$ cat src/mdec_config.svh
// Width and size definitions for the dequantization front end
// Coefficient, scale, quant, product and block geometry

`ifndef MDEC_CONFIG_SVH
`define MDEC_CONFIG_SVH

// ----------------------------------------------------------------------
// Stream field widths
// ----------------------------------------------------------------------
// Signed run-length coefficient
`define MDEC_COEF_W      10
// Unsigned per-coefficient scale
`define MDEC_SCALE_W     6
// Unsigned quant table entry
`define MDEC_QUANT_W     7
// Signed coef x scale, 10x6 fits in 16 bits
`define MDEC_SCALED_W    16
// Signed dequantized value after divide by 8
`define MDEC_OUT_W       20

// ----------------------------------------------------------------------
// Block geometry
// ----------------------------------------------------------------------
`define MDEC_IDX_W       6
`define MDEC_BLK_W       3
`define MDEC_BLOCK_SIZE  64

// Forced scales, DC uses 8 (x1.0 after /8), full block uses 16 (x2.0)
`define MDEC_DC_SCALE    8
`define MDEC_FULL_SCALE  16

`endif

$ cat src/mdecStreamPkg.sv
// Coefficient stream words passed between the dequantization stages
// Input word, first-stage scaled word and dequantized output word
`include "mdec_config.svh"

package mdecStreamPkg;

	// ------------------------------------------------------------------
	// Input stream word, one per strobe from the run-length decoder
	// ------------------------------------------------------------------
	typedef struct packed {
		logic signed [`MDEC_COEF_W-1:0]  coef;
		logic [`MDEC_SCALE_W-1:0]        scale;
		// First coefficient of the block
		logic                            isDC;
		// Linear position inside the 8x8 block
		logic [`MDEC_IDX_W-1:0]          index;
		// Zigzag position, the quant tables are stored in zigzag order
		logic [`MDEC_IDX_W-1:0]          zagIndex;
		// Uncompressed matrix, quant table bypassed
		logic                            fullBlock;
		logic [`MDEC_BLK_W-1:0]          blockNum;
		// Last coefficient of the block
		logic                            matrixComplete;
	} coefIn_t;

	// ------------------------------------------------------------------
	// First-stage result, coef x scale with the sideband still needed
	// ------------------------------------------------------------------
	typedef struct packed {
		logic signed [`MDEC_SCALED_W-1:0] product;
		logic [`MDEC_IDX_W-1:0]           index;
		logic [`MDEC_BLK_W-1:0]           blockNum;
		logic                             fullBlock;
		logic                             matrixComplete;
	} scaledCoef_t;

	// ------------------------------------------------------------------
	// Dequantized word, ready for the IDCT coefficient store
	// ------------------------------------------------------------------
	typedef struct packed {
		logic signed [`MDEC_OUT_W-1:0]   value;
		logic [`MDEC_IDX_W-1:0]          index;
		logic [`MDEC_BLK_W-1:0]          blockNum;
		logic                            matrixComplete;
	} coefOut_t;

endpackage

$ cat src/mdecQuantPkg.sv
// Quantization table types
// Table select enum and the table load word
`include "mdec_config.svh"

package mdecQuantPkg;

	// ------------------------------------------------------------------
	// Table select
	// ------------------------------------------------------------------
	// Luma blocks 0..1 read table 0, chroma blocks 2..7 read table 1
	typedef enum logic [0:0] {
		LUMA_TBL   = 1'b0,
		CHROMA_TBL = 1'b1
	} quantSel_t;

	// ------------------------------------------------------------------
	// Table write word
	// ------------------------------------------------------------------
	typedef struct packed {
		quantSel_t                   sel;
		// Zigzag order address
		logic [`MDEC_IDX_W-1:0]      addr;
		logic [`MDEC_QUANT_W-1:0]    value;
	} quantLoad_t;

endpackage

$ cat src/coefScaler.sv
// First pipeline cycle: effective scale select, coef x scale product,
// quant table read request and registered sideband
`include "mdec_config.svh"

module coefScaler (
	input  logic                        i_clk,
	input  logic                        i_arstN,
	// Incoming coefficient stream
	input  logic                        i_valid,
	input  mdecStreamPkg::coefIn_t      i_coef,
	// Quant table read request, driven in the same cycle
	output logic [`MDEC_IDX_W-1:0]      o_quantRdIdx,
	output mdecQuantPkg::quantSel_t     o_quantSel,
	// Registered first-stage result
	output logic                        o_valid,
	output mdecStreamPkg::scaledCoef_t  o_scaled
);

	localparam logic [`MDEC_SCALE_W-1:0] DC_SCALE   = `MDEC_DC_SCALE;
	localparam logic [`MDEC_SCALE_W-1:0] FULL_SCALE = `MDEC_FULL_SCALE;

	logic [`MDEC_SCALE_W-1:0]                   effScale;
	// One extra bit for the zero-extended scale operand
	logic signed [`MDEC_COEF_W+`MDEC_SCALE_W:0] product;

	// ------------------------------------------------------------------
	// Scale selection
	// ------------------------------------------------------------------
	always_comb
	begin
		// Full block wins over DC, both bypass the stream scale
		if (i_coef.fullBlock)
			effScale = FULL_SCALE;
		else if (i_coef.isDC)
			effScale = DC_SCALE;
		else
			effScale = i_coef.scale;
	end

	// Scale is unsigned, so pad a zero before the signed multiply
	assign product = $signed(i_coef.coef) * $signed({1'b0, effScale});

	// ------------------------------------------------------------------
	// Quant table request
	// ------------------------------------------------------------------
	// Table is in zigzag order, no need to decode the linear index
	assign o_quantRdIdx = i_coef.zagIndex;
	// Any of the upper block bits set means a chroma block
	assign o_quantSel   = (i_coef.blockNum[`MDEC_BLK_W-1:1] != '0) ?
		mdecQuantPkg::CHROMA_TBL : mdecQuantPkg::LUMA_TBL;

	// ------------------------------------------------------------------
	// Stage register, lines up with the table read latency
	// ------------------------------------------------------------------
	always_ff @(posedge i_clk or negedge i_arstN)
	begin
		if (!i_arstN)
			o_valid <= 1'b0;
		else
			o_valid <= i_valid;
	end

	always_ff @(posedge i_clk)
	begin
		// Magnitude never exceeds 512 x 63, the top bit is pure sign
		o_scaled.product        <= product[`MDEC_SCALED_W-1:0];
		o_scaled.index          <= i_coef.index;
		o_scaled.blockNum       <= i_coef.blockNum;
		o_scaled.fullBlock      <= i_coef.fullBlock;
		o_scaled.matrixComplete <= i_coef.matrixComplete;
	end

	// Stream scale must be driven on every strobe, even if overridden
	assert property (@(posedge i_clk) disable iff (!i_arstN)
		i_valid |-> !$isunknown(i_coef.scale));

endmodule

$ cat src/quantTable.sv
// Two 64-entry quantization tables, luma and chroma
// Synchronous write port, registered-address read with new-data behaviour
`include "mdec_config.svh"

module quantTable (
	input  logic                        i_clk,
	// Table load port
	input  logic                        i_quantWrt,
	input  mdecQuantPkg::quantLoad_t    i_quantLoad,
	// Read port, address sampled at the clock edge
	input  logic [`MDEC_IDX_W-1:0]      i_rdIdx,
	input  mdecQuantPkg::quantSel_t     i_rdSel,
	output logic [`MDEC_QUANT_W-1:0]    o_quantValue
);

	// Table select on top of the zigzag index
	localparam int ADDR_W = `MDEC_IDX_W + 1;
	localparam int DEPTH  = 2 * `MDEC_BLOCK_SIZE;

	logic [`MDEC_QUANT_W-1:0] quantMem [DEPTH];
	logic [ADDR_W-1:0]        wrAddr;
	logic [ADDR_W-1:0]        rdAddr;

	assign wrAddr = {i_quantLoad.sel, i_quantLoad.addr};

	// ------------------------------------------------------------------
	// Write and read address register
	// ------------------------------------------------------------------
	always_ff @(posedge i_clk)
	begin
		if (i_quantWrt)
		begin
			quantMem[wrAddr] <= i_quantLoad.value;
		end
		// Registered address keeps the output one cycle behind the request
		rdAddr <= {i_rdSel, i_rdIdx};
	end

	// Asynchronous read off the registered address
	// A write to the entry being read shows up right after the edge
	assign o_quantValue = quantMem[rdAddr];

	// Load word must be fully driven on every table write
	assert property (@(posedge i_clk)
		i_quantWrt |-> !$isunknown(i_quantLoad));

endmodule

$ cat src/coefCombiner.sv
// Second pipeline cycle: multiply by quant or unity, divide by 8,
// registered dequantized word and output strobe
`include "mdec_config.svh"

module coefCombiner (
	input  logic                        i_clk,
	input  logic                        i_arstN,
	// First-stage result and its table entry, aligned
	input  logic                        i_valid,
	input  mdecStreamPkg::scaledCoef_t  i_scaled,
	input  logic [`MDEC_QUANT_W-1:0]    i_quantValue,
	// Dequantized output
	output logic                        o_valid,
	output mdecStreamPkg::coefOut_t     o_coef
);

	// Quant entry plus a zero sign bit
	logic signed [`MDEC_QUANT_W:0]                quantFactor;
	// 16 x 8 signed product
	logic signed [`MDEC_SCALED_W+`MDEC_QUANT_W:0] fullProduct;

	// ------------------------------------------------------------------
	// Quant multiply
	// ------------------------------------------------------------------
	// Uncompressed matrix ignores the table
	assign quantFactor = i_scaled.fullBlock ?
		(`MDEC_QUANT_W+1)'(1) : $signed({1'b0, i_quantValue});

	assign fullProduct = $signed(i_scaled.product) * quantFactor;

	// ------------------------------------------------------------------
	// Output register
	// ------------------------------------------------------------------
	always_ff @(posedge i_clk or negedge i_arstN)
	begin
		if (!i_arstN)
			o_valid <= 1'b0;
		else
			o_valid <= i_valid;
	end

	always_ff @(posedge i_clk)
	begin
		// Divide by 8, arithmetic, keep bits 22..3
		// Largest product is under 2^22 so bit 23 only repeats the sign
		o_coef.value          <= fullProduct[`MDEC_OUT_W+2:3];
		o_coef.index          <= i_scaled.index;
		o_coef.blockNum       <= i_scaled.blockNum;
		o_coef.matrixComplete <= i_scaled.matrixComplete;
	end

	// Standard mode needs a loaded table entry
	assert property (@(posedge i_clk) disable iff (!i_arstN)
		i_valid && !i_scaled.fullBlock |-> !$isunknown(i_quantValue));

endmodule

$ cat src/coefBlockBuffer.sv
// 64-entry coefficient store for the IDCT with written mask zero fill,
// block-ready pulse and registered read port
`include "mdec_config.svh"

module coefBlockBuffer (
	input  logic                             i_clk,
	input  logic                             i_arstN,
	// Dequantized stream
	input  logic                             i_wrt,
	input  mdecStreamPkg::coefOut_t          i_coef,
	// IDCT read side
	input  logic [`MDEC_IDX_W-1:0]           i_rdIdx,
	output logic signed [`MDEC_OUT_W-1:0]    o_rdData,
	// Block completion
	output logic                             o_blockReady,
	output logic [`MDEC_BLK_W-1:0]           o_readyBlockNum
);

	localparam int DEPTH = `MDEC_BLOCK_SIZE;

	logic signed [`MDEC_OUT_W-1:0] coefMem [DEPTH];
	logic [DEPTH-1:0]              writtenMask;
	logic [DEPTH-1:0]              wrBit;
	// Previous block closed, next write starts from an empty mask
	logic                          newBlock;

	assign wrBit = {{(DEPTH-1){1'b0}}, 1'b1} << i_coef.index;

	// ------------------------------------------------------------------
	// Coefficient storage
	// ------------------------------------------------------------------
	always_ff @(posedge i_clk)
	begin
		if (i_wrt)
		begin
			coefMem[i_coef.index] <= i_coef.value;
		end
		// Sparse stream, unwritten positions read back as zero
		o_rdData <= writtenMask[i_rdIdx] ? coefMem[i_rdIdx] : '0;
	end

	// ------------------------------------------------------------------
	// Written mask and completion
	// ------------------------------------------------------------------
	always_ff @(posedge i_clk or negedge i_arstN)
	begin
		if (!i_arstN)
		begin
			writtenMask     <= '0;
			newBlock        <= 1'b0;
			o_blockReady    <= 1'b0;
			o_readyBlockNum <= '0;
		end
		else
		begin
			o_blockReady <= i_wrt & i_coef.matrixComplete;
			if (i_wrt)
			begin
				// Old block stays readable until this first write
				if (newBlock)
					writtenMask <= wrBit;
				else
					writtenMask <= writtenMask | wrBit;
				newBlock <= i_coef.matrixComplete;
				if (i_coef.matrixComplete)
					o_readyBlockNum <= i_coef.blockNum;
			end
		end
	end

	// One completion word per block, never back to back
	assert property (@(posedge i_clk) disable iff (!i_arstN)
		o_blockReady |=> !o_blockReady);

endmodule

$ cat src/dequantTop.sv
// Dequantization front end top level
// Scaler and quant table in cycle one, combiner in cycle two, block buffer
`include "mdec_config.svh"

module dequantTop (
	input  logic                             i_clk,
	input  logic                             i_arstN,
	// Coefficient stream from the run-length decoder
	input  logic                             i_coefWrt,
	input  mdecStreamPkg::coefIn_t           i_coefIn,
	// Quant table load
	input  logic                             i_quantWrt,
	input  mdecQuantPkg::quantLoad_t         i_quantLoad,
	// Block buffer read
	input  logic [`MDEC_IDX_W-1:0]           i_rdIdx,
	// Dequantized stream, two cycles after the input strobe
	output logic                             o_coefWrt,
	output mdecStreamPkg::coefOut_t          o_coefOut,
	output logic signed [`MDEC_OUT_W-1:0]    o_rdData,
	output logic                             o_blockReady,
	output logic [`MDEC_BLK_W-1:0]           o_readyBlockNum
);

	logic [`MDEC_IDX_W-1:0]      quantRdIdx;
	mdecQuantPkg::quantSel_t     quantSel;
	logic [`MDEC_QUANT_W-1:0]    quantValue;
	logic                        scaledValid;
	mdecStreamPkg::scaledCoef_t  scaled;

	// ------------------------------------------------------------------
	// Cycle one, scale multiply and table lookup side by side
	// ------------------------------------------------------------------
	coefScaler uScaler (
		.i_clk        (i_clk),
		.i_arstN      (i_arstN),
		.i_valid      (i_coefWrt),
		.i_coef       (i_coefIn),
		.o_quantRdIdx (quantRdIdx),
		.o_quantSel   (quantSel),
		.o_valid      (scaledValid),
		.o_scaled     (scaled)
	);

	quantTable uQuantTable (
		.i_clk        (i_clk),
		.i_quantWrt   (i_quantWrt),
		.i_quantLoad  (i_quantLoad),
		.i_rdIdx      (quantRdIdx),
		.i_rdSel      (quantSel),
		.o_quantValue (quantValue)
	);

	// ------------------------------------------------------------------
	// Cycle two, quant multiply and divide by 8
	// ------------------------------------------------------------------
	coefCombiner uCombiner (
		.i_clk        (i_clk),
		.i_arstN      (i_arstN),
		.i_valid      (scaledValid),
		.i_scaled     (scaled),
		.i_quantValue (quantValue),
		.o_valid      (o_coefWrt),
		.o_coef       (o_coefOut)
	);

	// Store feeding the IDCT
	coefBlockBuffer uBlockBuffer (
		.i_clk           (i_clk),
		.i_arstN         (i_arstN),
		.i_wrt           (o_coefWrt),
		.i_coef          (o_coefOut),
		.i_rdIdx         (i_rdIdx),
		.o_rdData        (o_rdData),
		.o_blockReady    (o_blockReady),
		.o_readyBlockNum (o_readyBlockNum)
	);

endmodule

$ cat config.mk
export PLATFORM = sky130hd
export DESIGN_NAME = dequantTop
export DESIGN_NICKNAME = d
export VERILOG_FILES = /design/src/mdecStreamPkg.sv /design/src/mdecQuantPkg.sv /design/src/coefScaler.sv /design/src/quantTable.sv /design/src/coefCombiner.sv /design/src/coefBlockBuffer.sv /design/src/dequantTop.sv
export VERILOG_INCLUDE_DIRS = /design/src /design/src/src
export SDC_FILE = /design/constraint.sdc
export NUM_CORES = 2
export LEC_CHECK = 0
export BUFFER_PORTS_ARGS = -buffer_cell sky130_fd_sc_hd__buf_2
export CORE_UTILIZATION = 51
export DETAILED_ROUTE_END_ITERATION = 7
export PLACE_DENSITY = 0.69
export SLEW_MARGIN = 20
export SYNTH_ARGS = -nofsm -noshare
export SYNTH_HDL_FRONTEND = slang
export SYNTH_HIERARCHICAL = 1
export SYNTH_SLANG_ARGS = --single-unit
$ cat constraint.sdc
create_clock -name i_clk -period 6.2 [get_ports i_clk]
set_input_delay 1.24 -clock i_clk [delete_from_list [all_inputs] [get_ports i_clk]]
set_output_delay 1.24 -clock i_clk [all_outputs]
set_load 0.03 [all_outputs]
### Word level (Yosys, flattened, before mapping)

Memories as Yosys holds them, arrays and structs flattened. A register that Yosys moved wholly into a read port is not among the register bits.
Cells that the tools add are included.

| word-level totals | value |
|---|---|
| flip-flop bits (word level) | 128 |
| RAM bits | 2176 |
| input port bits | 58 |
| output and inout bits | 55 |
| memories | 2 |

Memory list:

| name | depth | width | rd ports | clocked after memory_dff | write ports | line | source |
|---|---|---|---|---|---|---|---|
| uBlockBuffer.coefMem | 64 | 20 | 1 | 1 | 1 | coefBlockBuffer.sv:21 | `` logic signed [`MDEC_OUT_W-1:0] coefMem [DEPTH]; `` |
| uQuantTable.quantMem | 128 | 7 | 1 | 1 | 1 | quantTable.sv:20 | `` logic [`MDEC_QUANT_W-1:0] quantMem [DEPTH]; `` |

| cells by class | value |
|---|---|
| multiply operators | 2 |
| order comparisons | 1 |
| shifts and indexed selects | 1 |
| muxes and demuxes | 11 |
| bitwise operators | 2 |
| reduce and logical (&&, ||, !) cells | 3 |

Operators with widths:

| operator | number |
|---|---|
| $mux 64 | 1 |
| $or 64x64->64 | 1 |
| $shl 1x6->64 const A | 1 |
| $mul 16x8->23 | 1 |
| $mul 10x7->16 | 1 |
| $mux 6 | 2 |
| $lt 6x7->1 const B | 1 |
| $mux 7 | 1 |
| $bmux 1 s6 | 1 |
| $mux 1 | 6 |
| $reduce_and 2->1 | 1 |
| $reduce_bool 2->1 | 1 |
| $and 1x1->1 | 1 |
| $logic_not 1->1 | 1 |

### Depth between registers and ports, before layout

| depth | value |
|---|---|
| word-level depth | 3 |
| depth in mapped cells | 25 |

### Modules after synthesis

The synthesis kept the hierarchy.

Modules (own cells, without submodules):

| module | times used | cells an instance | area each (um2) | seq. area each (um2) |
|---|---|---|---|---|
| coefBlockBuffer | 1 | 2321 | 51760.9 | 40563.9 |
| quantTable | 1 | 1453 | 34807.1 | 27045.9 |
| coefCombiner | 1 | 527 | 4730.8 | 625.6 |
| coefScaler | 1 | 297 | 2901.5 | 565.5 |

### Least setup slack after synthesis

No wires, ideal clock.

| timing path | value |
|---|---|
| path kind | register to register |
| start | reg with a tool-made name |
| end | reg uCombiner/o_coef[29] in the netlist's numbering |
| setup time | 0.120 ns |
| arrival time | 6.631 ns |
| data required time | 6.080 ns |
| slack | -0.551 ns |
| cell stages (with the launch flop) | 24 |
| path buffers | 3 |
| clock period less this slack | 6.751 ns |
| cells stage by stage | dfxtp_1 -> buf_2 -> clkbuf_1 -> mux4_2 -> mux4_2 -> mux4_2 -> mux2_2 -> nor2b_1 -> clkbuf_1 -> nand2_1 -> fa_1 -> fa_1 -> inv_1 -> fa_1 -> inv_1 -> fa_1 -> inv_1 -> ha_1 -> a21oi_1 -> o211ai_1 -> a221o_1 -> a31oi_2 -> o21ai_1 -> xnor2_1 |

RTL lines:

| element | line | source |
|---|---|---|
| end, declared | coefCombiner.sv:14 | `output mdecStreamPkg::coefOut_t o_coef` |

==> reports/metrics.cfg <==
[run_status]
status = finished with violations
violations = negative setup slack

[floorplan]
die_area_sq_um = 186400
core-area_sq_um = 183300
die_h_microns = 431.8
row_count = 157
ioPinCount = 113
start_util_pct = 51.40
die_x_microns = 431.8

[pwr]
switching_share_pct = 26.97
p_total_mw = 40.77
p_seq_share_pct = 46.9
power.leakage_nw = 36.75
clkPwrFrac_pct = 33.9
p_sw_mw = 10.99
comb_power_share_pct = 19.3
peakVddDrop_mv = 0.3626
intPower_mw = 29.77
pwr_density_cell_nw_per_um2 = 377.9

[placement]
placed_cells = 7222
dp_hpwl_mm = 137.6
place_area_sq_um = 99650
post-place-ws_ns = -0.5354
io_buffers = 112
place.gp.congestion = 0.8942

[layout]
antennaDiodeCount = 0
layoutNonFillerInstCount = 7685
drive_gt1_share_pct = 30.34
syn2layout_area_growth_pct = 14.52
final_area_sq_um = 107900
final_nets = 5283

[logic_synthesis]
ys_seq_area_share_pct = 73.04
ys_types = 63
synth_common_cells = edfxtp_1, mux4_2, nor2_1
synth-simple-area-share_pct = 2.781
syn_nets = 4856
synth_edf_count = 2176
synth.most_common_cell = edfxtp_1
synthTopCellsByArea = edfxtp_1, mux4_2, fa_1
muxShareOfSynthArea_pct = 15.19
synthFlopType = edfxtp_1
avgSynthCellArea_sq_um = 20.49
async_reset_ff_share_pct = 3.046
synthAdderAreaFrac_pct = 3.653
ys_warn_count = 6
synth_compound_area_share_pct = 3.036
synth_top_family_by_area = multiplexers
synthesis.area_sq_um = 94200
synthCells = 4598
ys_seq_elements = 2331
synth_top_area_cell = edfxtp_1
synthXorXnorAreaFrac_pct = 0.3347
synth_top_area_share_pct = 69.37

[setup_path]
crit_path_top_delay_cell = mux4_2
crit_top_cell = mux4_2
critPathKind = reg -> reg
worstSetupStartpointType = register
cp.arrival_ns = 7.37
cpPeakStageDelay_ns = 0.57
end_kind = register
required_ns = 6.92
critPathBufInv = 4
worstPathMaxFanout = 16
path_delay_family = adder cells
crit_chain = buf_6 > buf_12 > mux4_2 > mux4_2 > mux4_2 > mux2_4 > nor2b_4 > and2_4 > fa_2 > fa_1 > inv_1 > fa_2 > fa_1 > inv_2 > ha_4 > o21a_1 > o31a_1 > o21ai_2 > nand3_2 > nor4_2 > a2111oi_2

[global_routing]
overflow = 0
met3_usage_pct = 3.994
use_met2_pct = 39.61
grt_max_degree = 109
grt_busiest_layer = met2
grtUsageMet1_pct = 32.27
grt_pass1_wl_mm = 323.4
grt_pass1_vias = 47438
antenna_found_initial = 5
track_usage_pct = 23.92

[route]
via_count = 46773
wl_per_cell_microns = 28.77
drc_errors = 0
first_pass_iters = 6
detail_route.vias_per_cell = 6.086
finalWirelength_mm = 221.1
drtAntennaViolNets = 0
drtIter0Drc = 4947

[timing]
hold_ws_ns = 0.2788
slew-limit-headroom_pct = 20.90
setup_ws_ns = -0.4480
hold_viol = 0
fin_skew_ns = 0.05722
setup-violations-final = 15
post-route-min-period_ns = 6.648
worst_slew_pin_slew_ns = 1.184
fmax_mhz = 150.4
min_period_over_period_pct = 107.2
rsz0062_at_grt = yes
slew_violations = 0

[cts]
path_clk_slew_ns = 0.06
cts-root-buf = clkbuf_16
cts.sinks = 2331
cts_buffers = 224
cts_tree = yes
cts_buffer_depth = 3
clk_latency_ns = 0.88
cts_max_level = 4
hold_buffers = 0

[job]
cap_violations = 0

[hold_path]
holdCritPathClass = in -> async

placed cells by master, fill, tap and decap left out, types with 9 or more instances in the layout:
master / n
a21o_1: 71
nand3_1: 26
clkinv_1: 29
mux4_2: 627
nor2_2: 64
and2_4: 9
a21oi_1: 126
inv_6: 11
clkbuf_1: 56
edfxtp_1: 2176
clkbuf_16: 230
nand2_1: 86
and2_1: 61
clkinvlp_4: 11
dfxtp_2: 21
nor4_1: 20
xnor2_1: 28
buf_6: 12
nor2_1: 145
buf_2: 102
o21ai_0: 10
mux2_2: 9
dfxtp_1: 60
clkinv_2: 36
dfrtp_1: 71
nor2b_1: 40
clkbuf_8: 15
nor3_1: 10
bufinv_16: 24
fa_1: 118
ha_1: 67
inv_1: 181
and3_1: 34
buf_12: 33
a22oi_1: 162
buf_4: 277
per-stage QoR:
stage,setup TNS (ns),utilization [%]
2_1_floorplan,0,-
3_3_place_gp,-5.395,54.37
3_5_place_dp,-6.158,54.37
4_1_cts,-5.146,58.74
5_1_grt,-7.083,58.86
6_report,-4.750,58.86
timing repair:
action,in CTS,in global routing
gates cloned,3,2
gates resized for setup,42,34
endpoints found under the setup margin,15,16
hold endpoints to repair,0,0
setup buffers,27,10
pin swaps,15,13
sequential cells by signal (all words and copies together), names as in the netlist, named ones only:
name,cells
uBlockBuffer/coefMem,1280
uQuantTable/quantMem,896
uBlockBuffer/writtenMask,64
uCombiner/o_coef,30
uScaler/o_scaled,27
uBlockBuffer/o_rdData,20
uBlockBuffer/o_readyBlockNum,3
uBlockBuffer/newBlock,1
uBlockBuffer/o_blockReady,1
uCombiner/o_valid,1
uScaler/o_valid,1
power by group through the flow:
stage	sequential [mW]	combinational [mW]	clock, mW
floorplan	19.9	3.76	0
global placement	19.4	7.23	0
detailed placement	19.4	7.46	0
CTS	19.1	7.71	14.0
global route	19.1	8.56	14.6
finish	19.1	7.85	13.8
layout make-up:
| type | count | area, sq um |
|---|---|---|
| clock inverter | 123 | 1420 |
| fill | 13013 | 75400 |
| inverter | 187 | 701.9 |
| timing repair buffer | 435 | 3646 |
| clock buffer | 299 | 6122 |
| multi-input combinational | 1846 | 24070 |
| sequential | 2331 | 68840 |
| tap | 2464 | 3083 |
layer usage:
layer / vias to the layer above / part of all wire, %
li1: 19493 / -
met1: 24772 / 39
met2: 2112 / 50
met3: 390 / 7.3
met4: 6 / 3.6
met5: - / 0.014
logic make-up (layout without fill, tap and decap cells):
| logic type | after synthesis | after routing |
|---|---|---|
| muxes | 644 | 644 |
| DFF | 2331 | 2331 |
| adders and majority gates | 200 | 200 |
| AOI/OAI and AO/OA | 422 | 422 |
| xor gates and xnor gates | 36 | 36 |
| buffers and inverters | 422 | 1044 |
| and+or+nand+nor | 543 | 544 |
worst paths after layout:
| check | to | slack [ns] | cells after the start |
|---|---|---|---|
| worst max-delay path | uCombiner/o_coef[28] | -0.45 | 21 |
| worst max register to register | uCombiner/o_coef[28] | -0.45 | 21 |
| worst min register to register | uCombiner/o_coef[1] | 0.32 | 0 |
| max in group asynchronous | uBlockBuffer/o_readyBlockNum[2] | 4.83 | 2 |
| min in group i_clk | uCombiner/o_coef[1] | 0.32 | 0 |
| worst min-delay path | uBlockBuffer/writtenMask[37] | 0.28 | 1 |
Note: power is estimated with default switching activity, not from simulation.
